--- src/holo_bridge_defs.svh ---
// build-time constants for the PC command bridge
// uart and spi rates assume one fpga_clk domain; no runtime config
`ifndef HOLO_BRIDGE_DEFS_SVH
`define HOLO_BRIDGE_DEFS_SVH

//////////////////////////////
// uart
//////////////////////////////
// bit time in fpga_clk cycles
`define HB_CLKS_PER_BIT 20

//////////////////////////////
// spi and slm control
//////////////////////////////
// clocks per sck phase, full sck period is twice this
`define HB_SPI_HALF 2
// slm reset pulse length in cycles
`define HB_SLM_RESET_CYCLES 10
// read-back queue entries
`define HB_RESP_DEPTH 4

// special address bytes
// 0xbc keeps chip select low into the next frame
`define HB_ADDR_MULTI 8'hBC
// 0xbd pulses the slm reset line, no spi transfer
`define HB_ADDR_HARD_RESET 8'hBD

`endif
--- src/holo_bridge_pkg.sv ---
// shared types for the uart to spi command path
// frame union relies on addr sitting in the high byte
package holo_bridge_pkg;

  // one uart or spi byte
  typedef logic [7:0] hb_byte_t;

  // field view of a frame, addr goes out first
  typedef struct packed {
    hb_byte_t addr;
    hb_byte_t data;
  } spi_fields_t;

  // same 16 bits, seen as fields or as the raw shift word
  typedef union packed {
    spi_fields_t f;
    logic [15:0] raw;
  } spi_frame_u;

  // one spi request
  // multi holds chip select low after the frame
  typedef struct packed {
    spi_frame_u frame;
    logic       multi;
  } spi_cmd_t;

  // byte plus one-cycle valid strobe
  typedef struct packed {
    logic     valid;
    hb_byte_t data;
  } uart_byte_t;

endpackage

--- src/holo_bridge_top.sv ---
// pc command bridge, uart in, spi to the slm, read-back out on uart
// single clock domain, reset_all_cmd_w synchronous and active high
`timescale 1ns/10ps

module holo_bridge_top import holo_bridge_pkg::*; (
  input  logic fpga_clk,
  input  logic reset_all_cmd_w,
  input  logic uart_rx_i,
  input  logic sout_i,
  output logic uart_tx_o,
  output logic sen_o,
  output logic sck_o,
  output logic sdat_o,
  output logic slm_reset_n_o
);

  uart_byte_t rx_byte;
  logic       spi_req;
  logic       spi_ack;
  spi_cmd_t   spi_cmd;
  uart_byte_t rd_byte;
  logic       tx_start;
  hb_byte_t   tx_byte;
  logic       tx_busy;

  //////////////////////////////
  // pc to slm
  //////////////////////////////
  uart_rx u_uart_rx (
    .fpga_clk        (fpga_clk),
    .reset_all_cmd_w (reset_all_cmd_w),
    .uart_rx_i       (uart_rx_i),
    .rx_byte_o       (rx_byte)
  );

  // pairs bytes, owns req side and slm reset
  cmd_assembler u_cmd_asm (
    .fpga_clk        (fpga_clk),
    .reset_all_cmd_w (reset_all_cmd_w),
    .rx_byte_i       (rx_byte),
    .spi_ack_i       (spi_ack),
    .spi_req_o       (spi_req),
    .spi_cmd_o       (spi_cmd),
    .slm_reset_n_o   (slm_reset_n_o)
  );

  spi_master u_spi (
    .fpga_clk        (fpga_clk),
    .reset_all_cmd_w (reset_all_cmd_w),
    .spi_req_i       (spi_req),
    .spi_cmd_i       (spi_cmd),
    .sout_i          (sout_i),
    .spi_ack_o       (spi_ack),
    .sen_o           (sen_o),
    .sck_o           (sck_o),
    .sdat_o          (sdat_o),
    .rd_byte_o       (rd_byte)
  );

  //////////////////////////////
  // read-back to pc
  //////////////////////////////
  resp_queue u_resp_q (
    .fpga_clk        (fpga_clk),
    .reset_all_cmd_w (reset_all_cmd_w),
    .rd_byte_i       (rd_byte),
    .tx_busy_i       (tx_busy),
    .tx_start_o      (tx_start),
    .tx_byte_o       (tx_byte)
  );

  uart_tx u_uart_tx (
    .fpga_clk        (fpga_clk),
    .reset_all_cmd_w (reset_all_cmd_w),
    .tx_start_i      (tx_start),
    .tx_byte_i       (tx_byte),
    .uart_tx_o       (uart_tx_o),
    .tx_busy_o       (tx_busy)
  );

endmodule

--- src/resp_queue.sv ---
// circular queue of spi read-back bytes toward uart_tx
// bytes arriving while full are lost silently
`timescale 1ns/10ps
`include "holo_bridge_defs.svh"

module resp_queue import holo_bridge_pkg::*; (
  input  logic       fpga_clk,
  input  logic       reset_all_cmd_w,
  input  uart_byte_t rd_byte_i,
  input  logic       tx_busy_i,
  output logic       tx_start_o,
  output hb_byte_t   tx_byte_o
);

  localparam int DEPTH = `HB_RESP_DEPTH;
  localparam int AW    = $clog2(DEPTH);

  hb_byte_t      mem_q [DEPTH];
  logic [AW-1:0] wr_ptr_q;
  logic [AW-1:0] rd_ptr_q;
  logic [AW:0]   count_q;
  logic          tx_start_q;
  hb_byte_t      tx_byte_q;
  logic          push;
  logic          pop;

  // wrap for any depth, not just powers of two
  function automatic logic [AW-1:0] ptr_inc(input logic [AW-1:0] p);
    ptr_inc = (p == AW'(DEPTH - 1)) ? '0 : p + 1'b1;
  endfunction

  assign push = rd_byte_i.valid && (count_q != (AW + 1)'(DEPTH));
  // no pop while a start is in flight, busy shows up a cycle late
  assign pop  = (count_q != '0) && !tx_busy_i && !tx_start_q;

  always_ff @(posedge fpga_clk) begin
    if (push) begin
      mem_q[wr_ptr_q] <= rd_byte_i.data;
    end
    if (pop) begin
      tx_byte_q <= mem_q[rd_ptr_q];
    end
  end

  //////////////////////////////
  // pointers and count
  //////////////////////////////
  always_ff @(posedge fpga_clk) begin
    if (reset_all_cmd_w) begin
      wr_ptr_q   <= '0;
      rd_ptr_q   <= '0;
      count_q    <= '0;
      tx_start_q <= 1'b0;
    end else begin
      // pop this cycle, start the transmitter next
      tx_start_q <= pop;
      if (push) begin
        wr_ptr_q <= ptr_inc(wr_ptr_q);
      end
      if (pop) begin
        rd_ptr_q <= ptr_inc(rd_ptr_q);
      end
      case ({push, pop})
        2'b10:   count_q <= count_q + 1'b1;
        2'b01:   count_q <= count_q - 1'b1;
        default: count_q <= count_q;
      endcase
    end
  end

  assign tx_start_o = tx_start_q;
  assign tx_byte_o  = tx_byte_q;

endmodule

--- src/spi_master.sv ---
// 16-bit mode-0 master, msb first, sck phase is HB_SPI_HALF clocks
// only the last 8 miso bits (data half) come back as rd_byte
`timescale 1ns/10ps
`include "holo_bridge_defs.svh"

module spi_master import holo_bridge_pkg::*; (
  input  logic       fpga_clk,
  input  logic       reset_all_cmd_w,
  input  logic       spi_req_i,
  input  spi_cmd_t   spi_cmd_i,
  input  logic       sout_i,
  output logic       spi_ack_o,
  output logic       sen_o,
  output logic       sck_o,
  output logic       sdat_o,
  output uart_byte_t rd_byte_o
);

  localparam int HALF = `HB_SPI_HALF;
  localparam int HW   = $clog2(HALF + 1);

  typedef enum logic [1:0] {SPI_IDLE, SPI_SHIFT, SPI_ACK} spi_state_t;

  spi_state_t    state_q;
  logic [HW-1:0] half_cnt_q;
  logic [3:0]    bit_cnt_q;
  logic [15:0]   tx_shift_q;
  hb_byte_t      rx_shift_q;
  logic          multi_q;
  logic          sen_q;
  logic          sck_q;
  logic          sdat_q;
  logic          ack_q;
  logic          rd_valid_q;
  hb_byte_t      rd_data_q;

  always_ff @(posedge fpga_clk) begin
    if (reset_all_cmd_w) begin
      state_q    <= SPI_IDLE;
      half_cnt_q <= '0;
      bit_cnt_q  <= '0;
      sen_q      <= 1'b1;
      sck_q      <= 1'b0;
      sdat_q     <= 1'b0;
      ack_q      <= 1'b0;
      rd_valid_q <= 1'b0;
    end else begin
      rd_valid_q <= 1'b0;
      case (state_q)
        SPI_IDLE: begin
          if (spi_req_i) begin
            // select, first bit set up while sck low
            sen_q      <= 1'b0;
            tx_shift_q <= spi_cmd_i.frame.raw;
            sdat_q     <= spi_cmd_i.frame.raw[15];
            multi_q    <= spi_cmd_i.multi;
            half_cnt_q <= '0;
            bit_cnt_q  <= '0;
            state_q    <= SPI_SHIFT;
          end
        end
        SPI_SHIFT: begin
          if (half_cnt_q == HW'(HALF - 1)) begin
            half_cnt_q <= '0;
            sck_q      <= ~sck_q;
            if (!sck_q) begin
              // rising edge, sample miso
              rx_shift_q <= {rx_shift_q[6:0], sout_i};
            end else if (bit_cnt_q == 4'd15) begin
              // last falling edge, frame done
              sen_q      <= ~multi_q;
              ack_q      <= 1'b1;
              rd_valid_q <= 1'b1;
              rd_data_q  <= rx_shift_q;
              state_q    <= SPI_ACK;
            end else begin
              // falling edge, next mosi bit
              sdat_q     <= tx_shift_q[14];
              tx_shift_q <= tx_shift_q << 1;
              bit_cnt_q  <= bit_cnt_q + 1'b1;
            end
          end else begin
            half_cnt_q <= half_cnt_q + 1'b1;
          end
        end
        default: begin
          // hold ack until req drops
          if (!spi_req_i) begin
            ack_q   <= 1'b0;
            state_q <= SPI_IDLE;
          end
        end
      endcase
    end
  end

  assign spi_ack_o       = ack_q;
  assign sen_o           = sen_q;
  assign sck_o           = sck_q;
  assign sdat_o          = sdat_q;
  assign rd_byte_o.valid = rd_valid_q;
  assign rd_byte_o.data  = rd_data_q;

endmodule

--- src/cmd_assembler.sv ---
// pairs rx bytes into addr/data frames, addr is the earlier byte
// a pair done while the spi handshake is open is dropped
// 0xbd never reaches spi, it only restarts the slm reset pulse
`timescale 1ns/10ps
`include "holo_bridge_defs.svh"

module cmd_assembler import holo_bridge_pkg::*; (
  input  logic       fpga_clk,
  input  logic       reset_all_cmd_w,
  input  uart_byte_t rx_byte_i,
  input  logic       spi_ack_i,
  output logic       spi_req_o,
  output spi_cmd_t   spi_cmd_o,
  output logic       slm_reset_n_o
);

  localparam int RST_CYC = `HB_SLM_RESET_CYCLES;
  localparam int RW      = $clog2(RST_CYC + 1);

  spi_frame_u    pair_q;
  spi_frame_u    pair_next;
  logic          parity_q;
  logic          second_byte;
  logic          is_hard_reset;
  logic          hs_open;
  logic          send_frame;
  spi_cmd_t      cmd_q;
  logic          req_q;
  logic [RW-1:0] rst_cnt_q;
  logic          slm_rst_n_q;

  //////////////////////////////
  // byte pairing
  //////////////////////////////
  // old data moves up to addr, new byte becomes data
  always_comb begin
    pair_next.f.addr = pair_q.f.data;
    pair_next.f.data = rx_byte_i.data;
  end

  // parity high means this byte completes a pair
  assign second_byte   = rx_byte_i.valid && parity_q;
  assign is_hard_reset = (pair_next.f.addr == `HB_ADDR_HARD_RESET);
  // open from req rise until ack has fallen again
  assign hs_open       = req_q || spi_ack_i;
  assign send_frame    = second_byte && !is_hard_reset && !hs_open;

  always_ff @(posedge fpga_clk) begin
    if (rx_byte_i.valid) begin
      pair_q <= pair_next;
    end
  end

  // held for the whole handshake
  always_ff @(posedge fpga_clk) begin
    if (send_frame) begin
      cmd_q.frame <= pair_next;
      cmd_q.multi <= (pair_next.f.addr == `HB_ADDR_MULTI);
    end
  end

  //////////////////////////////
  // request side of req/ack
  //////////////////////////////
  always_ff @(posedge fpga_clk) begin
    if (reset_all_cmd_w) begin
      parity_q <= 1'b0;
      req_q    <= 1'b0;
    end else begin
      if (rx_byte_i.valid) begin
        parity_q <= ~parity_q;
      end
      // drop req once ack seen, next req waits for ack low
      if (req_q && spi_ack_i) begin
        req_q <= 1'b0;
      end else if (send_frame) begin
        req_q <= 1'b1;
      end
    end
  end

  //////////////////////////////
  // slm reset countdown
  //////////////////////////////
  // load one less than the pulse, the load cycle counts too
  always_ff @(posedge fpga_clk) begin
    if (reset_all_cmd_w || (second_byte && is_hard_reset)) begin
      rst_cnt_q   <= RW'(RST_CYC - 1);
      slm_rst_n_q <= 1'b0;
    end else if (rst_cnt_q != '0) begin
      rst_cnt_q   <= rst_cnt_q - 1'b1;
      slm_rst_n_q <= 1'b0;
    end else begin
      slm_rst_n_q <= 1'b1;
    end
  end

  assign spi_req_o     = req_q;
  assign spi_cmd_o     = cmd_q;
  assign slm_reset_n_o = slm_rst_n_q;

endmodule

--- src/uart_tx.sv ---
// 8N1 transmitter, start is ignored while busy
// busy covers the whole frame up to the end of the stop bit
`timescale 1ns/10ps
`include "holo_bridge_defs.svh"

module uart_tx import holo_bridge_pkg::*; (
  input  logic     fpga_clk,
  input  logic     reset_all_cmd_w,
  input  logic     tx_start_i,
  input  hb_byte_t tx_byte_i,
  output logic     uart_tx_o,
  output logic     tx_busy_o
);

  localparam int CPB = `HB_CLKS_PER_BIT;
  localparam int CW  = $clog2(CPB);

  typedef enum logic [1:0] {TX_IDLE, TX_START, TX_DATA, TX_STOP} tx_state_t;

  tx_state_t     state_q;
  logic [CW-1:0] clk_cnt_q;
  logic [2:0]    bit_cnt_q;
  hb_byte_t      shift_q;
  logic          line_q;

  //////////////////////////////
  // bit sequencer
  //////////////////////////////
  always_ff @(posedge fpga_clk) begin
    if (reset_all_cmd_w) begin
      state_q   <= TX_IDLE;
      clk_cnt_q <= '0;
      bit_cnt_q <= '0;
      line_q    <= 1'b1;
    end else begin
      case (state_q)
        TX_IDLE: begin
          line_q    <= 1'b1;
          clk_cnt_q <= '0;
          if (tx_start_i) begin
            shift_q <= tx_byte_i;
            // start bit
            line_q  <= 1'b0;
            state_q <= TX_START;
          end
        end
        TX_START: begin
          if (clk_cnt_q == CW'(CPB - 1)) begin
            clk_cnt_q <= '0;
            bit_cnt_q <= '0;
            line_q    <= shift_q[0];
            state_q   <= TX_DATA;
          end else begin
            clk_cnt_q <= clk_cnt_q + 1'b1;
          end
        end
        TX_DATA: begin
          if (clk_cnt_q == CW'(CPB - 1)) begin
            clk_cnt_q <= '0;
            if (bit_cnt_q == 3'd7) begin
              // stop bit
              line_q  <= 1'b1;
              state_q <= TX_STOP;
            end else begin
              bit_cnt_q <= bit_cnt_q + 1'b1;
              shift_q   <= shift_q >> 1;
              line_q    <= shift_q[1];
            end
          end else begin
            clk_cnt_q <= clk_cnt_q + 1'b1;
          end
        end
        default: begin
          if (clk_cnt_q == CW'(CPB - 1)) begin
            state_q <= TX_IDLE;
          end else begin
            clk_cnt_q <= clk_cnt_q + 1'b1;
          end
        end
      endcase
    end
  end

  assign uart_tx_o = line_q;
  assign tx_busy_o = (state_q != TX_IDLE);

endmodule

--- src/uart_rx.sv ---
// 8N1 receiver, bit time from HB_CLKS_PER_BIT
// a bad stop bit drops the byte without any flag
`timescale 1ns/10ps
`include "holo_bridge_defs.svh"

module uart_rx import holo_bridge_pkg::*; (
  input  logic       fpga_clk,
  input  logic       reset_all_cmd_w,
  input  logic       uart_rx_i,
  output uart_byte_t rx_byte_o
);

  localparam int CPB = `HB_CLKS_PER_BIT;
  localparam int CW  = $clog2(CPB);

  typedef enum logic [1:0] {RX_IDLE, RX_START, RX_DATA, RX_STOP} rx_state_t;

  logic [1:0]    sync_q;
  rx_state_t     state_q;
  logic [CW-1:0] clk_cnt_q;
  logic [2:0]    bit_cnt_q;
  hb_byte_t      shift_q;
  logic          valid_q;
  logic          line;

  // two-flop sync on the async pin
  assign line = sync_q[1];

  always_ff @(posedge fpga_clk) begin
    if (reset_all_cmd_w) begin
      sync_q    <= 2'b11;
      state_q   <= RX_IDLE;
      clk_cnt_q <= '0;
      bit_cnt_q <= '0;
      valid_q   <= 1'b0;
    end else begin
      sync_q  <= {sync_q[0], uart_rx_i};
      valid_q <= 1'b0;
      case (state_q)
        RX_IDLE: begin
          clk_cnt_q <= '0;
          // falling edge, possible start bit
          if (!line) begin
            state_q <= RX_START;
          end
        end
        RX_START: begin
          if (clk_cnt_q == CW'(CPB / 2 - 1)) begin
            clk_cnt_q <= '0;
            bit_cnt_q <= '0;
            // glitch shorter than half a bit goes back to idle
            state_q   <= line ? RX_IDLE : RX_DATA;
          end else begin
            clk_cnt_q <= clk_cnt_q + 1'b1;
          end
        end
        RX_DATA: begin
          if (clk_cnt_q == CW'(CPB - 1)) begin
            clk_cnt_q <= '0;
            // lsb first, fill from the top
            shift_q   <= {line, shift_q[7:1]};
            bit_cnt_q <= bit_cnt_q + 1'b1;
            if (bit_cnt_q == 3'd7) begin
              state_q <= RX_STOP;
            end
          end else begin
            clk_cnt_q <= clk_cnt_q + 1'b1;
          end
        end
        default: begin
          // middle of stop bit, strobe lands next cycle
          if (clk_cnt_q == CW'(CPB - 1)) begin
            clk_cnt_q <= '0;
            valid_q   <= line;
            state_q   <= RX_IDLE;
          end else begin
            clk_cnt_q <= clk_cnt_q + 1'b1;
          end
        end
      endcase
    end
  end

  assign rx_byte_o.valid = valid_q;
  assign rx_byte_o.data  = shift_q;

endmodule

--- config.mk ---
export PLATFORM = sky130hd
export DESIGN_NAME = holo_bridge_top
export DESIGN_NICKNAME = d
export VERILOG_FILES = /design/src/holo_bridge_pkg.sv /design/src/holo_bridge_top.sv /design/src/resp_queue.sv /design/src/spi_master.sv /design/src/cmd_assembler.sv /design/src/uart_tx.sv /design/src/uart_rx.sv
export VERILOG_INCLUDE_DIRS = /design/src
export SDC_FILE = /design/constraint.sdc
export NUM_CORES = 1
export LEC_CHECK = 0
export ABC_AREA = 1
export BUFFER_PORTS_ARGS = -buffer_cell sky130_fd_sc_hd__buf_2
export CAP_MARGIN = 20
export CORE_UTILIZATION = 39
export CTS_CLUSTER_SIZE = 25
export DETAILED_ROUTE_END_ITERATION = 16
export GPL_TIMING_DRIVEN = 0
export MAX_ROUTING_LAYER = met4
export PLACE_DENSITY = 0.55
export SLEW_MARGIN = 20
export SYNTH_ARGS = -nofsm -noshare
export SYNTH_HDL_FRONTEND = slang
export SYNTH_SLANG_ARGS = --single-unit
--- constraint.sdc ---
create_clock -name fpga_clk -period 4.8 [get_ports fpga_clk]
set_input_delay 0.24 -clock fpga_clk [delete_from_list [all_inputs] [get_ports fpga_clk]]
set_output_delay 0.24 -clock fpga_clk [all_outputs]
set_load 0.01 [all_outputs]
# Yosys cells after proc, flatten, opt, wreduce, memory -nomap -nowiden
# Memory sizes are Yosys's and may differ from the RTL's. A register that Yosys moved wholly into a read port is not among the register bits.
# Index checks and enable logic that the tools add are counted.
# classes
n_addsub	11
n_mul	0
n_div	0
magnitude_cmp	0
eq_ne	36
shifts	0
muxes	76
bitwise_logic	8
n_reduce_logical	49
# op_table
operator	n
$mux 15	4
$mux 2	20
$reduce_and 5->1	8
$pmux 15 s2	1
$mux 8	3
$mux 1	20
$mux 5	4
$ne 2x1->1 const B	10
$pmux 5 s2	2
$pmux 3 s2	3
$eq 8x8->1 const B	2
$mux 4	4
$pmux 8 s2	1
$mux 3	5
$reduce_bool 2->1	7
$pmux 2 s3	2
$reduce_and 3->1	4
$add 5x1->5 const B	2
$eq 2x1->1 const B	5
$eq 2x2->1 const B	5
$eq 5x5->1 const B	2
$ne 2x2->1 const B	5
$add 3x1->3 const B	3
$reduce_bool 3->1	3
other kinds (25)	55
# word_totals
reg_bits	125
latch_bits	0
ramBits	32
mem_bits_ro	0
input_bits	4
out_inout_bits	5
word_cells	215
memories	1
# memory_table
memory	words	word_bits	rd	rd_clocked_by_memory_dff	write_ports	line_no	source
u_resp_q.mem_q	4	8	1	1	1	resp_queue.sv:18	hb_byte_t mem_q [DEPTH];

# Longest topological paths before layout
# logic_depth
depth_word	6
mapped_depth	13

# Modules after synthesis
# From an unflattened synthesis, not the netlist that was laid out.
# unflattened
hier_cells	650
area_unflattened_um2	6954.2
# modules_own_cells
module	n_inst	cells_each	area_each_um2
resp_queue	1	156	2013.2
spi_master	1	175	1799.2
cmd_assembler	1	82	1129.8
uart_tx	1	138	1054.8
uart_rx	1	99	957.2

# Least setup slack after synthesis
# No wires, ideal clock.
# synth_path
path_type	register -> register
startpoint	register u_uart_rx.valid_q
endpoint	register u_cmd_asm.cmd_q (netlist bit u_cmd_asm.spi_cmd_o[0]), enable pin
setup_ps	412
arrival_ps	1917
required_time_ps	4388
slack_ps	2470
path_stages_with_launch	5
n_path_buf	0
period_less_slack_ps	2330
path_cell_list	dfxtp_1 > nand2_1 > inv_1 > nand2_1 > nor3_1
# synth_via
elab_chain_cells	3
# synth_lines
element	line_no	source
start: declaration	uart_rx.sv:23	logic valid_q;
start signal: assignment	uart_rx.sv:74	valid_q <= line;
$logic_and 1x1->1	cmd_assembler.sv:42	assign second_byte = rx_byte_i.valid && parity_q;
$logic_and 1x1->1 (2 in series)	cmd_assembler.sv:46	assign send_frame = second_byte && !is_hard_reset && !hs_open;
via u_cmd_asm.send_frame	cmd_assembler.sv:26	logic send_frame;
end: declaration	cmd_assembler.sv:27	spi_cmd_t cmd_q;
# The timed path passes the listed nets, and every way through them passes these cells.
# A chain may end at the register's enable or synchronous reset.

# Final worst setup path
# layout_path
startpoint	register u_uart_tx.state_q[0]
endpoint	register u_resp_q.count_q[2]
# layout_via
elab_chain_cells	6
word_cells_on_any_way	8
classes_between	eq/ne (2); mux (1); reduce/logical (5)
# layout_lines
element	line_no	source
start: declaration	uart_tx.sv:20	tx_state_t state_q;
start signal: assignment	uart_tx.sv:31	state_q <= TX_IDLE;
start signal: assignment	uart_tx.sv:44	state_q <= TX_START;
start signal: assignment	uart_tx.sv:52	state_q <= TX_DATA;
$reduce_bool 2->1 *	uart_tx.sv:85	assign tx_busy_o = (state_q != TX_IDLE);
$logic_not 1->1 *	resp_queue.sv:34	assign pop = (count_q != '0) && !tx_busy_i && !tx_start_q;
$logic_and 1x1->1 * (2 in series)	resp_queue.sv:34	
via u_resp_q.pop	resp_queue.sv:25	logic pop;
$eq 2x1->1 / $eq 2x2->1 (equally long branches)	resp_queue.sv:63	case ({push, pop})
$pmux 3 s2 / $reduce_bool 2->1 (equally long branches)	-	
end signal: assignment	resp_queue.sv:64	2'b10: count_q <= count_q + 1'b1;
end signal: assignment	resp_queue.sv:65	2'b01: count_q <= count_q - 1'b1;
end signal: assignment	resp_queue.sv:66	default: count_q <= count_q;
end: declaration	resp_queue.sv:21	logic [AW:0] count_q;
# The timed path passes the listed nets; every way through them passes the cells marked *.

==> metrics.txt <==
post-placement setup slack=2.29 ns; initial core utilization=39.8%; TNS Setup=0 ns; Setup CP Type=register to register; TritonCTS buffer count=17; count of final setup violators=0; combinational power share=10.9%; Placer Congestion=0.759; Post-Place Cells=838; met3 wire length=430 um; top routing layer used=met4; Sw Share=24.6%; largest net degree at the start of global routing=17; pin slew with the least headroom to its limit=0.791 ns; number of routed nets with antenna violations=0; Post-Syn Area=0.00661 mm^2; Distinct cells, synth=37; Die Span Y=roughly 130 um; period utilization=53.2%; fmax=391 MHz; chip width=132 um; clk sink count=~170; met1 wire length=5470 um; Remaining DRCs=0; H-tree depth=4; drt total wl=11,300 um; max cap viols=0; syn nets=about 640; Pins Over Slew Limit=0; Data arrival, critical path=~2.9 ns; utilization after layout=around 46%; Pint=2.46 mW; Hold Path Class=primary input to register; Worst setup SP type=register; root buffer cell=clkbuf_16; critical path peak fanout=9; CTS clk-pin slew, worst paths=0.06 ns; sequential-to-total area share from yosys stat=67.1%; Post-Synthesis Cells=around 610; peak supply drop=254 uV; vias in the first global route=about 4,000; worst setup margin=about 2.2 ns; Layout Nets=667; global-route usage over all layers=between 10% and 20%; Hold Path Depth=4; reg2reg start=u_uart_tx.state_q[0]$_SDFFE_PP0P_; Post-CTS Resized=0; final hold vios=0; Worst Setup SP=u_uart_tx.state_q[0]$_SDFFE_PP0P_; crit end category=register; skew final=0.0131 ns; leakage=roughly 2.8 nW; flop-to-flop setup slack=2.25 ns; Sequential Power Share=just under 50%; IO Pins=9; routed length per instance=about 13 um; layout cell share with drive strength beyond 1=8.59%; Slew HR=47.1%; n_diodes=0; met2 routed WL=~5200 um; Final Non-Filler Cells=around 870; Period minus WS final=~2.6 ns; synthesized flop and latch total=165; synth warn=0; WP data required=5.12 ns; detailed placement HPWL=7960 um; vias per cell=4.76; reg2reg end=u_resp_q.count_q[2]$_SDFFE_PP0P_; grt ovf=0; Site Rows=47; core footprint=0.0166 mm^2; via count=4,148; clock latency at the later pin of the worst-skew pair=0.43 ns; Die Area=0.0175 mm^2; PortBufs=8; Switch Pwr=802 uW; DRT iter0 DRCs=317; first-pass GRT wire length=18,900 um; CTS Buffer Depth=2; initial antenna violation count=0; Post-CTS Repair Setup Buffers=0; status=finished clean; area grow syn2layout=14.2%; R2R cell count=13; clock power share=between 40% and 50%; Synth Area per Inst=around 11 um^2; Critical Path End=u_resp_q.count_q[2]$_SDFFE_PP0P_; RSZ-0062 raised after global routing=no; CTS tree=yes; pwr/cell area=433 mW/mm^2; Pre-antenna DRT Iters=5; Post-CTS Hold Fix Bufs=2
[through the flow]
stage / power [mW] / hold WS [ns] / instance area, um^2
after global routing: 3.41 / 0.281 / 7550
after CTS: 3.30 / 0.232 / 7550
after detailed placement: 1.99 / 0.404 / 6950
final: 3.26 / 0.255 / 7550
after floorplan: 1.90 / 0.339 / 6610
after global placement: 1.98 / 0.394 / 6920
[cell families after synthesis]
family                   after synthesis  synth area share, %
XOR/XNOR                               3                0.398
buffers and inverters                 72                 4.30
AND/OR/NAND/NOR                      258                 16.2
flip-flops                           165                 67.1
adder cells (fa/ha/maj)               24                 4.66
AO/OA/AOI/OAI                         86                 7.35
[worst max-delay path, stage by stage (launching register included)]
cell     delay, ns
dfxtp_1       0.34
inv_1         0.09
ha_1          0.23
inv_1         0.06
nor2_1        0.13
nand2_1       0.15
inv_1         0.29
ha_1          0.20
inv_1         0.07
fa_1          0.38
a21oi_1       0.14
o21ai_0       0.11
o21ai_0       0.19
a21oi_1       0.06
[power groups by stage]
stage          Clock [mW]  Sequential [mW]  Combinational (mW)
2_1_floorplan           0             1.63               0.274
3_3_place_gp            0             1.63               0.346
3_5_place_dp            0             1.63               0.355
4_1_cts              1.34             1.60               0.358
5_1_grt              1.38             1.61               0.416
6_report             1.30             1.60               0.356
[layout by cell type, fill, tap and decap left out, types with 2 or more instances in the layout]
cell	instances
nand3_1	27
o22ai_1	8
nor3_2	2
clkbuf_16	18
xor2_1	2
clkbuf_8	2
nor3_1	6
inv_1	56
edfxtp_1	113
inv_2	2
dfxtp_1	52
clkinv_4	3
o2111ai_1	2
o21ai_0	35
clkinv_2	3
buf_2	13
nand4_1	6
ha_1	23
a21oi_1	29
buf_4	2
nor3b_1	2
a211oi_1	5
nand2_1	144
clkbuf_1	9
nor2_1	63
dlygate4sd3_1	2
or2_2	2
[cell usage after synthesis]
master / count / area [um^2]
o211a_1: 1 / 10.0
nand2_1: 144 / 541
edfxtp_1: 113 / 3390
nor3_1: 8 / 40.0
o2111ai_1: 2 / 17.5
a21boi_1: 1 / 7.51
xnor2_1: 1 / 8.76
nand2_4: 1 / 11.3
or2_2: 2 / 12.5
a211oi_2: 1 / 12.5
inv_1: 56 / 210
nor2_1: 63 / 236
a21boi_0: 1 / 7.51
o21a_1: 1 / 7.51
o22ai_1: 8 / 50.1
inv_2: 2 / 7.51
dfxtp_1: 52 / 1040
buf_6: 1 / 11.3
nor2_4: 1 / 11.3
nor3b_1: 2 / 15.0
and2_1: 1 / 6.26
xor2_1: 2 / 17.5
o21ai_0: 35 / 175
nand4_1: 6 / 37.5
a211oi_1: 5 / 37.5
a22oi_1: 1 / 7.51
o21bai_1: 1 / 7.51
nand3_1: 27 / 135
buf_1: 1 / 3.75
ha_1: 23 / 288
fa_1: 1 / 20.0
clkbuf_1: 7 / 26.3
a21oi_1: 29 / 145
or2_1: 1 / 6.26
buf_2: 5 / 25.0
nand3_2: 1 / 10.0
or3_1: 1 / 6.26
[registers in the layout, indices dropped and copies added (netlist names), 2 cells and up]
register,count
u_uart_rx.clk_cnt_q,5
u_uart_tx.shift_q,8
u_cmd_asm.rst_cnt_q,4
u_resp_q.count_q,3
u_spi.tx_shift_q,15
u_uart_tx.state_q,2
u_uart_rx.shift_q,8
u_spi.rx_shift_q,8
u_spi.bit_cnt_q,4
u_uart_tx.bit_cnt_q,3
u_resp_q.rd_ptr_q,2
u_spi.half_cnt_q,2
u_uart_rx.state_q,2
u_resp_q.wr_ptr_q,2
u_cmd_asm.spi_cmd_o,17
u_spi.rd_data_q,8
u_spi.state_q,2
u_uart_rx.bit_cnt_q,3
u_resp_q.tx_byte_o,8
u_resp_q.mem_q,32
u_cmd_asm.pair_q,8
u_uart_rx.sync_q,2
u_uart_tx.clk_cnt_q,5
[per-layer routing]
metal / vias up / global-route usage [%]
li1: 2121 / -
met1: 1949 / 18.0
met2: 61 / 22.2
met3: 17 / 4.19
met4: 0 / 6.27
met5: - / -
[worst min path at each step]
stage | from | end | slack, ns
floorplan | sout_i | u_spi.rx_shift_q[0]$_DFFE_PP_ | 0.34
global placement | u_uart_rx.sync_q[0]$_SDFF_PP1_ | u_uart_rx.sync_q[1]$_SDFF_PP1_ | 0.39
detailed placement | u_uart_rx.sync_q[0]$_SDFF_PP1_ | u_uart_rx.sync_q[1]$_SDFF_PP1_ | 0.40
CTS | reset_all_cmd_w | u_uart_rx.clk_cnt_q[2]$_SDFF_PP0_ | 0.23
global route | reset_all_cmd_w | u_uart_rx.clk_cnt_q[3]$_SDFF_PP0_ | 0.28
finish | reset_all_cmd_w | u_uart_rx.clk_cnt_q[3]$_SDFF_PP0_ | 0.26
[layout make-up]
| cell class | instances | area [um^2] |
|---|---|---|
| tap | 220 | 275 |
| buffer | 14 | 66.3 |
| multi-input combinational | 371 | 1900 |
| sequential | 165 | 4430 |
| fill | 1542 | 9040 |
| timing repair buffer | 12 | 75.1 |
| inverter | 58 | 218 |
| clock inverter | 10 | 93.8 |
| clock buffer | 22 | 485 |
(Power assumes the default switching activity.)
